[config.mk]
export PLATFORM = sky130hd
export DESIGN_NAME = fp_mul_unit
export DESIGN_NICKNAME = d
export VERILOG_FILES = /design/src/source/fp_mul_pkg.sv /design/src/source/fp_classify.sv /design/src/source/fp_mant_mul.sv /design/src/source/fp_result_select.sv /design/src/source/fp_mul_unit.sv
export SDC_FILE = /design/constraint.sdc
export NUM_CORES = 2
export LEC_CHECK = 0
export BUFFER_PORTS_ARGS = -buffer_cell sky130_fd_sc_hd__buf_4
export CAP_MARGIN = 20
export CORE_MARGIN = 3
export CORE_UTILIZATION = 40
export CTS_CLUSTER_DIAMETER = 100
export CTS_CLUSTER_SIZE = 25
export DETAILED_ROUTE_END_ITERATION = 8
export SLEW_MARGIN = 20
export SYNTH_ARGS = -nofsm -noshare
export SYNTH_HDL_FRONTEND = slang
export SYNTH_SLANG_ARGS = --single-unit
export TNS_END_PERCENT = 5
[constraint.sdc]
create_clock -name clk -period 1.75 [get_ports clk]
set_input_delay 0.35 -clock clk [delete_from_list [all_inputs] [get_ports clk]]
set_output_delay 0.35 -clock clk [all_outputs]
set_load 0.03 [all_outputs]
[src/source/fp_mul_pkg.sv]
`default_nettype none

package fp_mul_pkg;

	// binary32 format
	localparam int exp_w    = 8;
	localparam int frac_w   = 23;
	localparam int exp_bias = 127;
	localparam int exp_max  = 255;                  // All-ones exponent, inf and NaN

	localparam int mag_w      = exp_w + frac_w;     // Word without the sign bit
	localparam int mant_w     = frac_w + 1;         // Significand with hidden bit
	localparam int prod_w     = 2 * mant_w;         // Full significand product
	localparam int lz_w       = 6;                  // Holds shift counts up to 47
	localparam int exp_calc_w = 11;                 // Signed exponent working width

	// Magnitude pattern of infinity, anything above it is a NaN
	localparam logic [mag_w-1:0] mag_inf = {{exp_w{1'b1}}, {frac_w{1'b0}}};

	typedef struct packed {
		logic              sign;
		logic [exp_w-1:0]  exp;
		logic [frac_w-1:0] frac;
	} fp32_t;

	// Same 32 bits seen as fields or as a raw word
	typedef union packed {
		fp32_t       f;
		logic [31:0] raw;
	} fp32_u;

	typedef enum logic [1:0] {
		kind_none = 2'd0,   // Regular operands, take the datapath result
		kind_nan  = 2'd1,
		kind_inf  = 2'd2,
		kind_zero = 2'd3
	} special_kind_t;

	// Classifier output, 35 bits
	typedef struct packed {
		special_kind_t kind;
		logic          sign;   // Sign of an inf or zero result
		fp32_u         word;   // NaN passed through with payload
	} fp_class_t;

	typedef enum logic [1:0] {
		in_range  = 2'd0,
		overflow  = 2'd1,
		underflow = 2'd2
	} range_t;

	// Datapath output, 34 bits
	typedef struct packed {
		logic              sign;
		logic [exp_w-1:0]  exp;
		logic [frac_w-1:0] frac;
		range_t            range;
	} fp_prod_t;

endpackage

`default_nettype wire

[src/source/fp_classify.sv]
`timescale 1ns/10ps
`default_nettype none

module fp_classify (
	input  logic                  clk,
	input  logic                  rst_n,
	input  logic                  in_valid,
	input  fp_mul_pkg::fp32_u     a,
	input  fp_mul_pkg::fp32_u     b,
	output fp_mul_pkg::fp_class_t cls,
	output logic                  cls_valid
);

	import fp_mul_pkg::*;

	logic [mag_w-1:0] mag_a;   // Magnitudes, sign stripped
	logic [mag_w-1:0] mag_b;
	logic             nan_a;
	logic             nan_b;
	logic             inf_a;
	logic             inf_b;
	logic             zero_a;
	logic             zero_b;
	fp_class_t        cls_next;

	assign mag_a = a.raw[mag_w-1:0];
	assign mag_b = b.raw[mag_w-1:0];

	// Exponent all ones with a nonzero fraction sits above the inf pattern
	assign nan_a  = mag_a > mag_inf;
	assign nan_b  = mag_b > mag_inf;
	assign inf_a  = mag_a == mag_inf;
	assign inf_b  = mag_b == mag_inf;
	assign zero_a = mag_a == '0;   // Signed zeros both count
	assign zero_b = mag_b == '0;

	// Priority chain, NaN first, then inf, then zero
	// so inf times zero ends up as inf
	always_comb begin
		cls_next = '0;
		if (nan_a) begin
			cls_next.kind = kind_nan;
			cls_next.word = a;                 // Keep a's payload
		end
		else if (nan_b) begin
			cls_next.kind = kind_nan;
			cls_next.word = b;
		end
		else if (inf_a) begin
			cls_next.kind = kind_inf;
			cls_next.sign = a.f.sign;          // Sign of the inf operand only
		end
		else if (inf_b) begin
			cls_next.kind = kind_inf;
			cls_next.sign = b.f.sign;
		end
		else if (zero_a || zero_b) begin
			cls_next.kind = kind_zero;
			cls_next.sign = a.f.sign ^ b.f.sign;
		end
		else begin
			cls_next.kind = kind_none;         // Datapath result is used
		end
	end

	// First pipeline stage, class and strobe
	always_ff @(posedge clk or negedge rst_n) begin
		if (!rst_n) begin
			cls       <= '0;
			cls_valid <= 1'b0;
		end
		else begin
			cls       <= cls_next;
			cls_valid <= in_valid;
		end
	end

endmodule

`default_nettype wire

[src/source/fp_mant_mul.sv]
`timescale 1ns/10ps
`default_nettype none

module fp_mant_mul (
	input  logic                 clk,
	input  logic                 rst_n,
	input  fp_mul_pkg::fp32_u    a,
	input  fp_mul_pkg::fp32_u    b,
	output fp_mul_pkg::fp_prod_t prod
);

	import fp_mul_pkg::*;

	logic                         sign_p;
	logic                         sub_a;     // Exponent field 0, subnormal
	logic                         sub_b;
	logic [exp_w-1:0]             exp_a;     // Effective exponents
	logic [exp_w-1:0]             exp_b;
	logic [mant_w-1:0]            mant_a;    // Significands with hidden bit
	logic [mant_w-1:0]            mant_b;
	logic [prod_w-1:0]            p;         // Raw significand product
	logic signed [exp_calc_w-1:0] exp_sum;
	logic [lz_w-1:0]              lz;        // Leading zeros below bit 47
	logic [prod_w-1:0]            norm;      // Bit 46 is the hidden bit after this
	logic signed [exp_calc_w-1:0] exp_norm;
	fp_prod_t                     prod_next;

	assign sign_p = a.f.sign ^ b.f.sign;

	// Subnormal: exponent counts as 1 and the hidden bit is 0
	assign sub_a  = a.f.exp == '0;
	assign sub_b  = b.f.exp == '0;
	assign exp_a  = sub_a ? exp_w'(1) : a.f.exp;
	assign exp_b  = sub_b ? exp_w'(1) : b.f.exp;
	assign mant_a = {~sub_a, a.f.frac};
	assign mant_b = {~sub_b, b.f.frac};

	assign p = mant_a * mant_b;   // 24 x 24 -> 48

	// Biased sum, wide and signed so range checks see the true value
	assign exp_sum = $signed({{(exp_calc_w - exp_w){1'b0}}, exp_a})
		+ $signed({{(exp_calc_w - exp_w){1'b0}}, exp_b})
		- exp_calc_w'(exp_bias);

	// Leading-zero count over bits 46..0
	// Upward scan so the highest set bit wins, 47 when all clear
	always_comb begin
		lz = lz_w'(prod_w - 1);
		for (int i = 0; i < prod_w - 1; i++) begin
			if (p[i]) begin
				lz = lz_w'(prod_w - 2 - i);
			end
		end
	end

	// Normalize so the leading one sits at bit 46
	always_comb begin
		if (p[prod_w-1]) begin
			norm     = p >> 1;                   // Product in [2,4)
			exp_norm = exp_sum + exp_calc_w'(1);
		end
		else begin
			norm     = p << lz;                  // Covers subnormal operands too
			exp_norm = exp_sum - $signed({{(exp_calc_w - lz_w){1'b0}}, lz});
		end
	end

	// Assemble fields and check the range
	always_comb begin
		prod_next.sign = sign_p;
		prod_next.exp  = exp_norm[exp_w-1:0];
		prod_next.frac = norm[prod_w-3 -: frac_w];   // Bits 45..23, truncated
		if (exp_norm >= exp_calc_w'(exp_max)) begin
			prod_next.range = overflow;
		end
		else if (exp_norm <= exp_calc_w'(0)) begin
			prod_next.range = underflow;               // Flushes to zero later
		end
		else begin
			prod_next.range = in_range;
		end
	end

	// Runs every cycle, the selector qualifies with the class strobe
	always_ff @(posedge clk or negedge rst_n) begin
		if (!rst_n) begin
			prod <= '0;
		end
		else begin
			prod <= prod_next;
		end
	end

endmodule

`default_nettype wire

[src/source/fp_result_select.sv]
`timescale 1ns/10ps
`default_nettype none

module fp_result_select (
	input  logic                  clk,
	input  logic                  rst_n,
	input  fp_mul_pkg::fp_class_t cls,
	input  logic                  cls_valid,
	input  fp_mul_pkg::fp_prod_t  prod,
	output logic                  out_valid,
	output fp_mul_pkg::fp32_u     result
);

	import fp_mul_pkg::*;

	fp32_u sel_word;

	// Special class first, then datapath range, then the plain product
	always_comb begin
		sel_word = '0;
		if (cls.kind == kind_nan) begin
			sel_word = cls.word;                   // Payload unchanged
		end
		else if (cls.kind == kind_inf) begin
			sel_word.f.sign = cls.sign;
			sel_word.f.exp  = exp_w'(exp_max);
		end
		else if (cls.kind == kind_zero) begin
			sel_word.f.sign = cls.sign;            // Exp and frac stay zero
		end
		else if (prod.range == overflow) begin
			sel_word.f.sign = prod.sign;
			sel_word.f.exp  = exp_w'(exp_max);     // Saturate to inf
		end
		else if (prod.range == underflow) begin
			sel_word.f.sign = prod.sign;           // Signed zero
		end
		else begin
			sel_word.f.sign = prod.sign;
			sel_word.f.exp  = prod.exp;
			sel_word.f.frac = prod.frac;
		end
	end

	// Second stage, result holds while no operation arrives
	always_ff @(posedge clk or negedge rst_n) begin
		if (!rst_n) begin
			result    <= '0;
			out_valid <= 1'b0;
		end
		else begin
			out_valid <= cls_valid;
			if (cls_valid) begin
				result <= sel_word;
			end
		end
	end

endmodule

`default_nettype wire

[src/source/fp_mul_unit.sv]
`timescale 1ns/10ps
`default_nettype none

module fp_mul_unit (
	input  logic              clk,
	input  logic              rst_n,
	input  logic              in_valid,
	input  fp_mul_pkg::fp32_u a,
	input  fp_mul_pkg::fp32_u b,
	output logic              out_valid,
	output fp_mul_pkg::fp32_u result
);

	import fp_mul_pkg::*;

	// Stage 1 outputs
	fp_class_t cls;         // Special-value decision
	logic      cls_valid;   // Input strobe delayed by one
	fp_prod_t  prod;        // Normalized product with range

	// Corner cases, NaN / inf / zero
	fp_classify u_classify (
		.clk       (clk),
		.rst_n     (rst_n),
		.in_valid  (in_valid),
		.a         (a),
		.b         (b),
		.cls       (cls),
		.cls_valid (cls_valid)
	);

	// Significand multiply and normalize
	// Works on the same operands in parallel
	fp_mant_mul u_mant_mul (
		.clk   (clk),
		.rst_n (rst_n),
		.a     (a),
		.b     (b),
		.prod  (prod)
	);

	// Stage 2, final word and output strobe
	fp_result_select u_result_select (
		.clk       (clk),
		.rst_n     (rst_n),
		.cls       (cls),
		.cls_valid (cls_valid),
		.prod      (prod),
		.out_valid (out_valid),
		.result    (result)
	);

endmodule

`default_nettype wire

==> metrics.txt <==
outcome complete, but fails checks; failing checks negative setup slack; CTS tree built; Layout Skew 0.0120 ns; IO Pins 100; Syn Std Cell Area 28400 sq um; die height 272 um; fin cells 4742; clock-pin slew on the worst setup and hold paths 0.07 ns; H-tree Lvls 3; grt ovf 0; Post-Syn Instances 3212; drt first pass iters 6; total negative slack -249.48 ns; Synth Area per Inst 8.84 sq um; area of the core 70100 sq um; Cell Rows 97; vias 24400; initial antenna violation count 3; worst skew pair latency 0.34 ns; largest net degree at the start of global routing 53; register area share after synthesis 9.07%; Final Max Slew Viols 0; MaxCap Viol Count 0; worst-margin pin slew approximately 0.70 ns; Yosys Warn Count 0; Final nets 4540; DP Wirelength 77300 um; Final setup viols 68; Filler cells 6675; RSZ-0062 raised after global routing true; most frequent cell on the critical path fa_1; DRT iter0 DRCs 1400; initial core utilization 40.5%; Total Die Area 74200 sq um; final period utilization 532%; crit path DAT 9.56 ns; ys flop type dfrtp_1; worst hold path type primary input to flip-flop; Total Routed Length 91300 um; Final min period 9.32 ns; chip width around 270 um; Post-synth EDFFs 0; worst rel slew slack 53.1%; maximum fanout along the worst path 6; Slowest cell on crit path fa_1; first-pass GRT wire length about 150000 um; post-synth net total 3957; Yosys cell types 105; Yosys reg bits 103; Inserted Clock Buffers 9; Req. time, crit path 1.99 ns; fraction of layout cells with a size suffix above 1 between 20% and 30%; Root Driver clkbuf_16; routability congestion estimate approximately 0.97; Final Hold Vio Count 0; number of buffers added on ports 99; GRT Total Usage 24.8%; fraction of registers with async set/reset 100%; DP Cell Count 4694; vias per std cell ~5.1; kind of start point of the critical path primary input; worst setup margin -7.57 ns; Post-DP Area 34700 sq um; CTS Sinks 103; Max Freq 0.107 GHz; CP max stage delay 0.54 ns; crit end category flip-flop; Max clock buf depth 2; fin area 36500 sq um; WS Path Type primary input to flip-flop; DRC 0; vias in the first global route 25700; Detail Route Antenna Nets 0; DP Worst Slack -8.28 ns; drt wl/cell 19.3 um; Area growth syn-to-layout 28.3%
## layout make-up
class / count / area [sq um] / area share, %
Timing Repair Buffer: 760 / 6150 / 16.9
Sequential cell: 103 / 2580 / 7.07
Multi-Input combinational cell: 2357 / 24100 / 66.2
Antenna cell: 2 / 5.00 / 0.0137
Clock inverter: 4 / 36.3 / 0.0995
Inverter: 564 / 2120 / 5.82
Clock buffer: 12 / 256 / 0.704
Tap cell: 940 / 1180 / 3.23
## synthesized netlist by cell type (all sizes together), types with 21 or more instances
cell / count / area, sq um
ha: 194 / 2430
inv: 563 / 2110
mux2i: 79 / 798
dfrtp: 103 / 2580
a21o: 21 / 158
a22oi: 36 / 270
and2: 539 / 3370
a22o: 25 / 219
or2: 22 / 140
xor2: 25 / 219
nand2b: 22 / 138
o21ai: 71 / 363
buf: 34 / 240
nor3: 34 / 191
clkbuf: 154 / 578
nor2: 129 / 494
nand2: 168 / 631
o211ai: 26 / 200
a21oi: 125 / 633
nand3: 25 / 125
xnor2: 51 / 447
fa: 484 / 9690
nor4: 28 / 181
## registers in the layout, summed over array words and instances, names as in the netlist
signal / count
u_mant_mul.prod: 34
u_result_select.out_valid: 1
u_result_select.result: 32
u_classify.cls_valid: 1
u_classify.cls: 35
## through the flow
stage | util (%) | hold slack [ns]
after global placement | 49.4 | 0.222
after CTS | 51.1 | 0.102
final | 52.0 | 0.112
after global routing | 52.0 | 0.105
after floorplan | - | 0.0544
after detailed placement | 49.4 | 0.220
## critical path, delay by kind of cell
family	cells	cell delay, ns
xor+xnor	2	0.27
buf+inv	7	0.58
simple gates	9	1.80
compound gates	13	2.07
fa+ha+maj	10	4.46
## worst paths after layout
path | slack (ns) | to | cells after the start | startpoint
worst max-delay path | -7.57 | u_mant_mul.prod[1] | 41 | b[6]
worst min-delay path | 0.11 | u_classify.cls_valid | 1 | in_valid
worst max register to register | 0.15 | u_result_select.result[8] | 6 | u_mant_mul.prod[0]
worst min register to register | 0.53 | u_result_select.result[21] | 2 | u_result_select.result[21]
max in group asynchronous | 0.81 | u_classify.cls[5] | 3 | rst_n
min in group asynchronous | 0.41 | u_result_select.result[0] | 2 | rst_n
## logic make-up (layout without fill, tap and decap cells)
family                   count (synthesis)  after routing  synth area share, %
multiplexers                            99             99                 3.64
AO/OA/AOI/OAI                          475            475                 11.9
XOR/XNOR                                76             76                 2.34
AND/OR/NAND/NOR                       1029           1029                 20.1
flip-flops                             103            103                 9.07
other                                    0              2                    0
adder cells (fa/ha/maj)                678            678                 42.7
buffers and inverters                  752           1340                 10.3
## cells in the final DEF (no fill, tap or decap), types with 43 or more instances in the layout
master,count
buf_4,704
o21ai_0,45
nand2_1,162
xnor2_1,43
ha_1,181
a21oi_1,104
mux2i_1,46
inv_1,561
and2_1,526
fa_1,467
dfrtp_1,102
nor2_1,121
## what timing repair did
item,CTS,global route
pin swaps,63,43
cloned,2,0
endpoints found under the setup margin,68,68
hold endpoints to repair,11,0
hold buffers,1,0
resized for setup,139,103
setup buffers,14,15
## layer usage
layer	track usage, %	wire, um
met1	35.4	41900
met5	0	0
met4	5.65	1980
met2	40.9	43000
met3	2.40	4440
Power is left out: the tool's default activity adds up to more than one toggle a clock period on the data nets, which glitch-free logic cannot reach.
